$ cat src/resp_bank_pkg.sv
// Response bank shared definitions
// Sizes, address and identifier types, and the packed structs used
// between the queue controller and the output stage
`default_nettype none

package resp_bank_pkg;

  ////////////////////
  // Sizes
  ////////////////////

  // Number of response identifiers, each with its own linked list
  parameter int NumIds = 4;
  parameter int IdWidth = $clog2(NumIds);

  // Slots shared by all identifiers
  parameter int Capacity = 8;
  parameter int AddrWidth = $clog2(Capacity);

  // Payload bits that follow the identifier in a response
  parameter int PayloadWidth = 8;

  ////////////////////
  // Types
  ////////////////////

  typedef logic [AddrWidth-1:0] bank_addr_t;
  typedef logic [IdWidth-1:0] resp_id_t;

  // Identifier sits on the low side, the payload above it
  typedef struct packed {
    logic [PayloadWidth-1:0] payload;
    resp_id_t                id;
  } resp_t;

  // Next slot to load into the output register
  typedef struct packed {
    logic       valid;
    resp_id_t   id;
    bank_addr_t addr;
  } pop_t;

endpackage

`default_nettype wire
$ cat src/resp_bank_top.sv
// Response bank top level
// Connects the slot allocator, the queue controller, the payload
// storage and the output stage
`default_nettype none

module resp_bank_top #(
  parameter int NumIds       = resp_bank_pkg::NumIds,
  parameter int Capacity     = resp_bank_pkg::Capacity,
  parameter int PayloadWidth = resp_bank_pkg::PayloadWidth
) (
  input  logic                      clk_i,
  input  logic                      rst_ni,

  // Reservation port
  input  logic                      i_rsv_valid,
  input  resp_bank_pkg::resp_id_t   i_rsv_id,
  output logic                      o_rsv_ready,
  output resp_bank_pkg::bank_addr_t o_rsv_addr,

  // Input port from the memory controller
  input  logic                      i_in_valid,
  input  resp_bank_pkg::resp_t      i_in_resp,
  output logic                      o_in_ready,

  // Output port to the requester
  output logic                      o_out_valid,
  output resp_bank_pkg::resp_t      o_out_resp,
  input  logic                      i_out_ready,

  // Release port
  input  logic [Capacity-1:0]       i_release_en,
  output logic [Capacity-1:0]       o_released_onehot
);

  import resp_bank_pkg::*;

  logic                    rsv_fire;
  logic                    wr_fire;
  bank_addr_t              wr_addr;
  pop_t                    pop;
  logic                    load_ready;
  logic [PayloadWidth-1:0] payload_rd;
  logic                    release_fire;
  bank_addr_t              release_addr;

  free_slot_alloc #(
    .Capacity (Capacity)
  ) u_free_slot_alloc (
    .clk_i             (clk_i),
    .rst_ni            (rst_ni),
    .i_rsv_valid       (i_rsv_valid),
    .i_release_fire    (release_fire),
    .i_release_addr    (release_addr),
    .o_rsv_ready       (o_rsv_ready),
    .o_rsv_addr        (o_rsv_addr),
    .o_rsv_fire        (rsv_fire),
    .o_released_onehot (o_released_onehot)
  );

  id_queue_ctrl #(
    .NumIds   (NumIds),
    .Capacity (Capacity)
  ) u_id_queue_ctrl (
    .clk_i        (clk_i),
    .rst_ni       (rst_ni),
    .i_rsv_fire   (rsv_fire),
    .i_rsv_id     (i_rsv_id),
    .i_rsv_addr   (o_rsv_addr),
    .i_in_valid   (i_in_valid),
    .i_in_id      (i_in_resp.id),
    .i_release_en (i_release_en),
    .i_load_ready (load_ready),
    .o_in_ready   (o_in_ready),
    .o_wr_fire    (wr_fire),
    .o_wr_addr    (wr_addr),
    .o_pop        (pop)
  );

  // Payload storage, read at the slot being popped
  bank_ram #(
    .entry_t  (logic [PayloadWidth-1:0]),
    .Capacity (Capacity)
  ) u_payload_ram (
    .clk_i   (clk_i),
    .i_we    (wr_fire),
    .i_waddr (wr_addr),
    .i_wdata (i_in_resp.payload),
    .i_raddr (pop.addr),
    .o_rdata (payload_rd)
  );

  resp_out_stage #(
    .PayloadWidth (PayloadWidth)
  ) u_resp_out_stage (
    .clk_i          (clk_i),
    .rst_ni         (rst_ni),
    .i_pop          (pop),
    .i_payload      (payload_rd),
    .i_out_ready    (i_out_ready),
    .o_load_ready   (load_ready),
    .o_out_valid    (o_out_valid),
    .o_out_resp     (o_out_resp),
    .o_release_fire (release_fire),
    .o_release_addr (release_addr)
  );

endmodule

`default_nettype wire

$ cat src/resp_out_stage.sv
// Output register of the response bank
// Loads the popped response, holds it under back-pressure and
// reports its slot for release on the output handshake
`default_nettype none

module resp_out_stage #(
  parameter int PayloadWidth = resp_bank_pkg::PayloadWidth
) (
  input  logic                      clk_i,
  input  logic                      rst_ni,

  // Slot chosen by the queue controller and its stored payload
  input  resp_bank_pkg::pop_t       i_pop,
  input  logic [PayloadWidth-1:0]   i_payload,

  input  logic                      i_out_ready,
  output logic                      o_load_ready,
  output logic                      o_out_valid,
  output resp_bank_pkg::resp_t      o_out_resp,

  // Slot freed by the output handshake
  output logic                      o_release_fire,
  output resp_bank_pkg::bank_addr_t o_release_addr
);

  import resp_bank_pkg::*;

  logic       valid_q;
  resp_t      resp_q;
  bank_addr_t addr_q;

  ////////////////////
  // Load control
  ////////////////////

  // The register takes a new response when empty or drained this cycle
  // This keeps one response per cycle with ready held high
  assign o_load_ready = !valid_q || i_out_ready;

  always_ff @(posedge clk_i or negedge rst_ni) begin
    if (!rst_ni) begin
      valid_q <= 1'b0;
    end else if (o_load_ready) begin
      valid_q <= i_pop.valid;
    end
  end

  // Payload and slot are only meaningful while valid is high
  always_ff @(posedge clk_i) begin
    if (o_load_ready && i_pop.valid) begin
      resp_q.id      <= i_pop.id;
      resp_q.payload <= i_payload;
      addr_q         <= i_pop.addr;
    end
  end

  ////////////////////
  // Output and release
  ////////////////////

  assign o_out_valid = valid_q;
  assign o_out_resp  = resp_q;

  // The held slot goes back to the allocator in the handshake cycle
  assign o_release_fire = valid_q && i_out_ready;
  assign o_release_addr = addr_q;

endmodule

`default_nettype wire

$ cat src/id_queue_ctrl.sv
// Per-identifier queue controller of the response bank
// Keeps one linked list per identifier in the shared slot space, accepts
// responses into reserved slots and picks the next slot to pop
`default_nettype none

module id_queue_ctrl #(
  parameter int NumIds   = resp_bank_pkg::NumIds,
  parameter int Capacity = resp_bank_pkg::Capacity
) (
  input  logic                      clk_i,
  input  logic                      rst_ni,

  // Reservation grant from the allocator
  input  logic                      i_rsv_fire,
  input  resp_bank_pkg::resp_id_t   i_rsv_id,
  input  resp_bank_pkg::bank_addr_t i_rsv_addr,

  // Response input from the memory controller
  input  logic                      i_in_valid,
  input  resp_bank_pkg::resp_id_t   i_in_id,

  // Multi-hot release enable, one bit per slot
  input  logic [Capacity-1:0]       i_release_en,

  // Output register can take a response this cycle
  input  logic                      i_load_ready,

  output logic                      o_in_ready,
  output logic                      o_wr_fire,
  output resp_bank_pkg::bank_addr_t o_wr_addr,
  output resp_bank_pkg::pop_t       o_pop
);

  import resp_bank_pkg::*;

  localparam int IdW  = $clog2(NumIds);
  localparam int CntW = $clog2(Capacity + 1);

  // List order is tail, then filled slots, then the response head, then
  // reserved slots up to the reservation head
  // The response head is only meaningful while rsv_len is nonzero
  bank_addr_t rsv_head_q [NumIds];
  bank_addr_t rsv_head_d [NumIds];
  bank_addr_t rsp_head_q [NumIds];
  bank_addr_t rsp_head_d [NumIds];
  bank_addr_t tail_q     [NumIds];
  bank_addr_t tail_d     [NumIds];

  // Reserved-unfilled and filled slot counts
  logic [CntW-1:0] rsv_len_q [NumIds];
  logic [CntW-1:0] rsv_len_d [NumIds];
  logic [CntW-1:0] rsp_len_q [NumIds];
  logic [CntW-1:0] rsp_len_d [NumIds];

  logic [NumIds-1:0] pop_elig;
  logic              pop_fire;
  logic              rsv_seed;
  logic              link_we;
  bank_addr_t        rsp_next;
  bank_addr_t        tail_next;

  ////////////////////
  // Input side
  ////////////////////

  // Ready waits for valid because it depends on the incoming identifier
  assign o_in_ready = i_in_valid && (rsv_len_q[i_in_id] != '0);
  assign o_wr_fire  = i_in_valid && o_in_ready;
  assign o_wr_addr  = rsp_head_q[i_in_id];

  ////////////////////
  // Pop selection
  ////////////////////

  // An identifier qualifies when its oldest response is filled and released
  for (genvar g = 0; g < NumIds; g++) begin : gen_elig
    assign pop_elig[g] = (rsp_len_q[g] != '0) && i_release_en[tail_q[g]];
  end

  // Lowest identifier first, so walk downwards and let later hits win
  always_comb begin
    o_pop = '0;
    for (int i = NumIds - 1; i >= 0; i--) begin
      if (pop_elig[i]) begin
        o_pop.valid = 1'b1;
        o_pop.id    = IdW'(i);
        o_pop.addr  = tail_q[i];
      end
    end
  end

  assign pop_fire = o_pop.valid && i_load_ready;

  ////////////////////
  // Reservation side
  ////////////////////

  // A reservation into a queue that is empty after this cycle's pop starts
  // a new list, so no link is written and all pointers are seeded
  assign rsv_seed = (rsv_len_q[i_rsv_id] == '0) &&
                    ((rsp_len_q[i_rsv_id] == '0) ||
                     ((rsp_len_q[i_rsv_id] == CntW'(1)) && pop_fire &&
                      (o_pop.id == i_rsv_id)));

  // Otherwise the old reservation head links to the new slot
  assign link_we = i_rsv_fire && !rsv_seed;

  // The link table is read at the response head and at the tail in the
  // same cycle, so it is kept as two copies with a shared write
  bank_ram #(
    .entry_t  (bank_addr_t),
    .Capacity (Capacity)
  ) u_link_rsp (
    .clk_i   (clk_i),
    .i_we    (link_we),
    .i_waddr (rsv_head_q[i_rsv_id]),
    .i_wdata (i_rsv_addr),
    .i_raddr (rsp_head_q[i_in_id]),
    .o_rdata (rsp_next)
  );

  bank_ram #(
    .entry_t  (bank_addr_t),
    .Capacity (Capacity)
  ) u_link_pop (
    .clk_i   (clk_i),
    .i_we    (link_we),
    .i_waddr (rsv_head_q[i_rsv_id]),
    .i_wdata (i_rsv_addr),
    .i_raddr (o_pop.addr),
    .o_rdata (tail_next)
  );

  ////////////////////
  // Pointer update
  ////////////////////

  for (genvar g = 0; g < NumIds; g++) begin : gen_id
    logic in_hit;
    logic rsv_hit;
    logic pop_hit;

    assign in_hit  = o_wr_fire && (i_in_id == IdW'(g));
    assign rsv_hit = i_rsv_fire && (i_rsv_id == IdW'(g));
    assign pop_hit = pop_fire && (o_pop.id == IdW'(g));

    always_comb begin
      rsv_len_d[g]  = rsv_len_q[g];
      rsp_len_d[g]  = rsp_len_q[g];
      rsv_head_d[g] = rsv_head_q[g];
      rsp_head_d[g] = rsp_head_q[g];
      tail_d[g]     = tail_q[g];

      // An input fills the response head, which then follows its link
      // The link is only valid while more reserved slots remain
      if (in_hit) begin
        rsv_len_d[g] = rsv_len_d[g] - CntW'(1);
        rsp_len_d[g] = rsp_len_d[g] + CntW'(1);
        if (rsv_len_q[g] > CntW'(1)) begin
          rsp_head_d[g] = rsp_next;
        end
      end

      // A pop moves the tail to the next slot of the list
      if (pop_hit) begin
        rsp_len_d[g] = rsp_len_d[g] - CntW'(1);
        tail_d[g]    = tail_next;
      end

      if (rsv_hit) begin
        rsv_len_d[g]  = rsv_len_d[g] + CntW'(1);
        rsv_head_d[g] = i_rsv_addr;
        // No reserved slot left after the input, so the new one is next to fill
        if (rsv_len_q[g] == CntW'(in_hit)) begin
          rsp_head_d[g] = i_rsv_addr;
        end
        if (rsv_seed) begin
          tail_d[g] = i_rsv_addr;
        end
      end
    end
  end

  always_ff @(posedge clk_i or negedge rst_ni) begin
    if (!rst_ni) begin
      rsv_head_q <= '{default: '0};
      rsp_head_q <= '{default: '0};
      tail_q     <= '{default: '0};
      rsv_len_q  <= '{default: '0};
      rsp_len_q  <= '{default: '0};
    end else begin
      rsv_head_q <= rsv_head_d;
      rsp_head_q <= rsp_head_d;
      tail_q     <= tail_d;
      rsv_len_q  <= rsv_len_d;
      rsp_len_q  <= rsp_len_d;
    end
  end

  // An accepted input never lands on the slot currently offered to the
  // output stage, since that slot is already filled
  a_input_to_reserved_slot : assert property (
    @(posedge clk_i) disable iff (!rst_ni)
    o_wr_fire |-> !(o_pop.valid && (o_pop.addr == o_wr_addr))
  );

endmodule

`default_nettype wire

$ cat src/free_slot_alloc.sv
// Slot allocator of the response bank
// Keeps one valid bit per slot, offers the lowest free slot for
// reservation and frees slots when their response leaves the bank
`default_nettype none

module free_slot_alloc #(
  parameter int Capacity = resp_bank_pkg::Capacity
) (
  input  logic                      clk_i,
  input  logic                      rst_ni,

  // Reservation request from the requester
  input  logic                      i_rsv_valid,

  // Release of the slot whose response completed its output handshake
  input  logic                      i_release_fire,
  input  resp_bank_pkg::bank_addr_t i_release_addr,

  output logic                      o_rsv_ready,
  output resp_bank_pkg::bank_addr_t o_rsv_addr,
  output logic                      o_rsv_fire,
  output logic [Capacity-1:0]       o_released_onehot
);

  import resp_bank_pkg::*;

  localparam int AddrW = $clog2(Capacity);

  logic [Capacity-1:0] slot_v_q;
  logic [Capacity-1:0] rsv_mask;
  logic [Capacity-1:0] rel_mask;
  bank_addr_t          free_addr;

  ////////////////////
  // Free slot search
  ////////////////////

  // Walk from the top down so the lowest clear bit wins
  always_comb begin
    free_addr = '0;
    for (int i = Capacity - 1; i >= 0; i--) begin
      if (!slot_v_q[i]) begin
        free_addr = i[AddrW-1:0];
      end
    end
  end

  // Ready only looks at the valid bits, never at the request
  assign o_rsv_ready = ~&slot_v_q;
  assign o_rsv_addr  = free_addr;
  assign o_rsv_fire  = i_rsv_valid && o_rsv_ready;

  ////////////////////
  // Valid bits
  ////////////////////

  // At most one bit set in each mask
  // They never overlap because a reserved slot is free and a released one is valid
  assign rsv_mask = o_rsv_fire ? (Capacity'(1) << free_addr) : '0;
  assign rel_mask = i_release_fire ? (Capacity'(1) << i_release_addr) : '0;

  // The released slot is reported in the handshake cycle itself
  assign o_released_onehot = rel_mask;

  always_ff @(posedge clk_i or negedge rst_ni) begin
    if (!rst_ni) begin
      slot_v_q <= '0;
    end else begin
      slot_v_q <= (slot_v_q | rsv_mask) & ~rel_mask;
    end
  end

  // The output stage may only hand back a slot that was reserved earlier
  a_release_of_valid_slot : assert property (
    @(posedge clk_i) disable iff (!rst_ni)
    i_release_fire |-> slot_v_q[i_release_addr]
  );

endmodule

`default_nettype wire

$ cat src/bank_ram.sv
// Small register array used for payload storage and the link table
// Synchronous write, combinational read, one port of each
`default_nettype none

module bank_ram #(
  parameter type entry_t = logic,
  parameter int Capacity = resp_bank_pkg::Capacity
) (
  input  logic                      clk_i,

  // Write port, takes effect on the rising edge
  input  logic                      i_we,
  input  resp_bank_pkg::bank_addr_t i_waddr,
  input  entry_t                    i_wdata,

  // Read port, returns the stored entry in the same cycle
  input  resp_bank_pkg::bank_addr_t i_raddr,
  output entry_t                    o_rdata
);

  ////////////////////
  // Storage
  ////////////////////

  // One entry per slot
  entry_t mem_q [Capacity];

  // A write lands at the end of the cycle
  always_ff @(posedge clk_i) begin
    if (i_we) begin
      mem_q[i_waddr] <= i_wdata;
    end
  end

  ////////////////////
  // Read
  ////////////////////

  // Reading the address being written gives the old entry
  // The queue controller relies on this when a link is written and
  // read in the same cycle
  assign o_rdata = mem_q[i_raddr];

endmodule

`default_nettype wire

$ cat config.mk
export PLATFORM = sky130hd
export DESIGN_NAME = resp_bank_top
export DESIGN_NICKNAME = d
export VERILOG_FILES = /design/src/resp_bank_pkg.sv /design/src/resp_bank_top.sv /design/src/resp_out_stage.sv /design/src/id_queue_ctrl.sv /design/src/free_slot_alloc.sv /design/src/bank_ram.sv
export SDC_FILE = /design/constraint.sdc
export NUM_CORES = 1
export LEC_CHECK = 0
export BUFFER_PORTS_ARGS = -buffer_cell sky130_fd_sc_hd__buf_2
export CAP_MARGIN = 20
export CORE_UTILIZATION = 57
export CTS_CLUSTER_DIAMETER = 30
export CTS_CLUSTER_SIZE = 40
export DETAILED_ROUTE_END_ITERATION = 10
export PLACE_DENSITY = 0.74
export SLEW_MARGIN = 15
export SYNTH_ARGS = -nofsm -noshare
export SYNTH_HDL_FRONTEND = slang
export SYNTH_SLANG_ARGS = --single-unit
export TNS_END_PERCENT = 20
$ cat constraint.sdc
create_clock -name clk_i -period 3.65 [get_ports clk_i]
set_input_delay 0.365 -clock clk_i [delete_from_list [all_inputs] [get_ports clk_i]]
set_output_delay 0.365 -clock clk_i [all_outputs]
set_load 0.01 [all_outputs]
==> results.json <==
{
  "slew_violations": 0,
  "fin_cells": 1150,
  "cts_tree": "done",
  "arrival_ns": 3.73,
  "antenna_found_initial": 0,
  "dieArea_sq_mm": 0.0174,
  "fin_nets": 966,
  "outcome": "complete, no violations",
  "rsz0062_at_grt": "no",
  "final_cell_area_sq_mm": 0.0107,
  "max_freq_mhz": 292,
  "clk_latency_ns": 0.44,
  "drc": 0,
  "min_period_ns": 3.43,
  "ys_types": 71,
  "nFillCells": 1287,
  "syn-num-nets": 907,
  "slew_headroom": 0.390,
  "period_share": 0.940,
  "synth_cells": 858,
  "grt.overflow.total": 0,
  "tns_ns": 0,
  "grt_pass1_wl_um": 35100,
  "power_frac_comb": 0.512,
  "port_buffers": 48,
  "drv_cap": 0,
  "tightest_slew_ns": 0.907,
  "synth_ff_type": "edfxtp_1",
  "dpl.hpwl_um": 15400,
  "firstDrtPassIters": 5,
  "placed_area_sq_mm": 0.0101,
  "core.rowCount": 47,
  "worst_slack_ns": 0.221,
  "die_w_um": 132,
  "cts_buffers": 17,
  "clockRootBuffer": "clkbuf_16",
  "ctsLongestPathBuffers": 2,
  "p_switching_mw": 4.66,
  "path_clk_slew_ns": 0.08,
  "post-cts-setup-buffer-count": 0,
  "die_y_um": 132,
  "gp_congestion": 0.920,
  "num_vias": 6843,
  "p_per_area_mw_per_mm2": 1010,
  "seqPwrFrac": 0.326,
  "synth_largest_area_cell": "edfxtp_1",
  "swShare": 0.429,
  "clock_skew_ns": 0.00978,
  "crit_type": "flop to flop",
  "drive_above_1_share": 0.195,
  "crit_fanout": 40,
  "synth_area_leaders": "edfxtp_1 32%, dfrtp_1 20%, mux2i_1 5.4%",
  "place_ws_ns": 0.273,
  "routed_wl_um": 21700,
  "hold_viol": 0,
  "io_pins": 49,
  "core-area_sq_mm": 0.0165,
  "yosysTopAreaCellShare": 0.316,
  "synth_edf_count": 101,
  "syn_area_sq_mm": 0.00960,
  "p_leak_nw": 4.19,
  "min_path_type": "input pin to flop",
  "ys_seq_area_frac": 0.517,
  "worst_setup_path_start_kind": "flop",
  "post_drt_wl_per_cell_um": 18.8,
  "setup_violations": 0,
  "grt_pass1_vias": 6604,
  "clock_power_share": 0.163,
  "syn_area_per_cell_sq_um": 11.2,
  "htreeDepth": 4,
  "required_ns": 3.96,
  "async_flop_share": 0.433,
  "yosys_warnings": 0,
  "max-vdd-ir-drop_v": 0.000607,
  "n_antenna_cell": 0,
  "dp.cells": 1116,
  "intPower_mw": 6.20,
  "grt_max_degree": 78,
  "clock_sinks": 178,
  "vias_per_cell": 5.95,
  "track_usage": 0.261,
  "start_util": 0.581,
  "ant_nets": 0,
  "drt_iter0_markers": 523,
  "critPathCaptureType": "flop",
  "ys_ff_latch": 178,
  "area_growth_pct": 12.0
}
path summary, 6_finish.rpt:
| path | from | end | slack [ns] | depth (start not counted) |
|---|---|---|---|---|
| min | i_in_resp[7] | u_payload_ram.mem_q[7][5] | 0.20 | 1 |
| max reg2reg | u_id_queue_ctrl.rsp_len_q[5] | u_id_queue_ctrl.tail_q[1] | 0.22 | 11 |
| min in group asynchronous | rst_ni | u_id_queue_ctrl.rsv_len_q[1] | 0.37 | 2 |
| max in group asynchronous | rst_ni | u_id_queue_ctrl.tail_q[9] | 2.70 | 3 |
| min reg2reg | u_id_queue_ctrl.rsv_head_q[4] | u_id_queue_ctrl.rsv_head_q[4] | 0.49 | 2 |
| max | u_id_queue_ctrl.rsp_len_q[5] | u_id_queue_ctrl.tail_q[1] | 0.22 | 11 |
through the flow:
stage | util | hold slack, ns | total power, mW
global placement | 0.613 | 0.460 | 8.91
detailed placement | 0.613 | 0.467 | 9.04
finish | 0.650 | 0.198 | 10.9
global route | 0.650 | 0.192 | 11.6
floorplan | - | 0.0694 | 7.60
CTS | 0.648 | 0.135 | 10.8
registers in the layout, indices dropped and copies added, names as in the netlist:
name                              count
u_payload_ram.mem_q                  64
u_id_queue_ctrl.rsv_len_q            16
u_id_queue_ctrl.u_link_rsp.mem_q     24
u_free_slot_alloc.slot_v_q            8
u_resp_out_stage.o_out_resp          10
u_id_queue_ctrl.rsp_len_q            16
u_id_queue_ctrl.rsp_head_q           12
u_id_queue_ctrl.tail_q               12
u_resp_out_stage.o_release_addr       3
u_id_queue_ctrl.rsv_head_q           12
u_resp_out_stage.o_out_valid          1
critical path, stage by stage (launching register included):
cell and delay [ns]:
dfrtp_1 0.41, inv_1 0.08, ha_1 0.13, or3b_2 0.48, o21a_1 0.14, o211a_1 0.22
nor3b_1 0.37, o31a_4 0.57, o211ai_1 0.21, o221a_4 0.27, a221oi_4 0.27, o211ai_1 0.15
power by group through the flow:
stage	registers [mW]	clock network, mW	logic (mW)
after CTS	3.52	1.79	5.53
after floorplan	3.37	0	4.23
after global routing	3.61	1.87	6.09
final	3.54	1.77	5.56
after detailed placement	3.55	0	5.48
after global placement	3.54	0	5.38
routing by layer:
| layer | global-route usage | share of wire |
|---|---|---|
| met4 | 0.0801 | 0.016 |
| met2 | 0.406 | 0.47 |
| met3 | 0.0415 | 0.053 |
| met5 | 0 | 0 |
| met1 | 0.377 | 0.46 |
cells in the final DEF, fill, tap and decap left out, types with 13 or more instances in the layout:
cell type  count
o21ai_0       35
nor3_1        15
o211ai_1      13
mux2_2        28
nand3_1       23
or3_1         13
a21oi_1       20
clkbuf_16     17
inv_1         33
nor2_1        74
mux2i_1       52
nand2_1       94
buf_4         33
dfrtp_1       77
ha_1          24
xnor2_1       49
buf_2         47
edfxtp_1     101
cells in the mapped netlist (5+ instances only):
| master | n |
|---|---|
| a21oi_1 | 20 |
| a22oi_1 | 8 |
| a31oi_1 | 11 |
| and2_1 | 5 |
| buf_2 | 15 |
| clkbuf_1 | 20 |
| dfrtp_1 | 77 |
| edfxtp_1 | 101 |
| ha_1 | 24 |
| inv_1 | 33 |
| mux2_2 | 28 |
| mux2i_1 | 52 |
| mux4_2 | 8 |
| nand2_1 | 94 |
| nand2b_1 | 11 |
| nand3_1 | 23 |
| nor2_1 | 74 |
| nor2b_1 | 10 |
| nor3_1 | 15 |
| nor3b_1 | 5 |
| nor4_1 | 7 |
| o211ai_1 | 13 |
| o21ai_0 | 35 |
| o21ai_1 | 6 |
| o221ai_1 | 9 |
| o31ai_1 | 7 |
| or2_2 | 7 |
| or3_1 | 13 |
| xnor2_1 | 49 |
cell families after synthesis:
| kind of cell | Yosys count | synth area share |
|---|---|---|
| and+or+nand+nor | 292 | 0.149 |
| DFF | 178 | 0.517 |
| AOI/OAI and AO/OA | 150 | 0.113 |
| muxes | 90 | 0.109 |
| buffers and inverters | 75 | 0.0356 |
| xor gates and xnor gates | 49 | 0.0447 |
| adders and majority gates | 24 | 0.0313 |
final cells by class:
| type | count | area [sq um] | area share |
|---|---|---|---|
| Sequential cell | 178 | 4960 | 0.462 |
| Multi-Input combinational cell | 605 | 4300 | 0.400 |
| Timing Repair Buffer | 82 | 520 | 0.0484 |
| Clock buffer | 18 | 429 | 0.0399 |
| Tap cell | 220 | 275 | 0.0256 |
| Clock inverter | 14 | 140 | 0.0130 |
| Inverter | 33 | 124 | 0.0115 |
repair_timing:
action,4_1_cts,5_1_grt
resized for setup,0,0
hold buffers,0,1
endpoints found under the hold margin,0,22
Note: power is estimated with default switching activity, not from simulation.
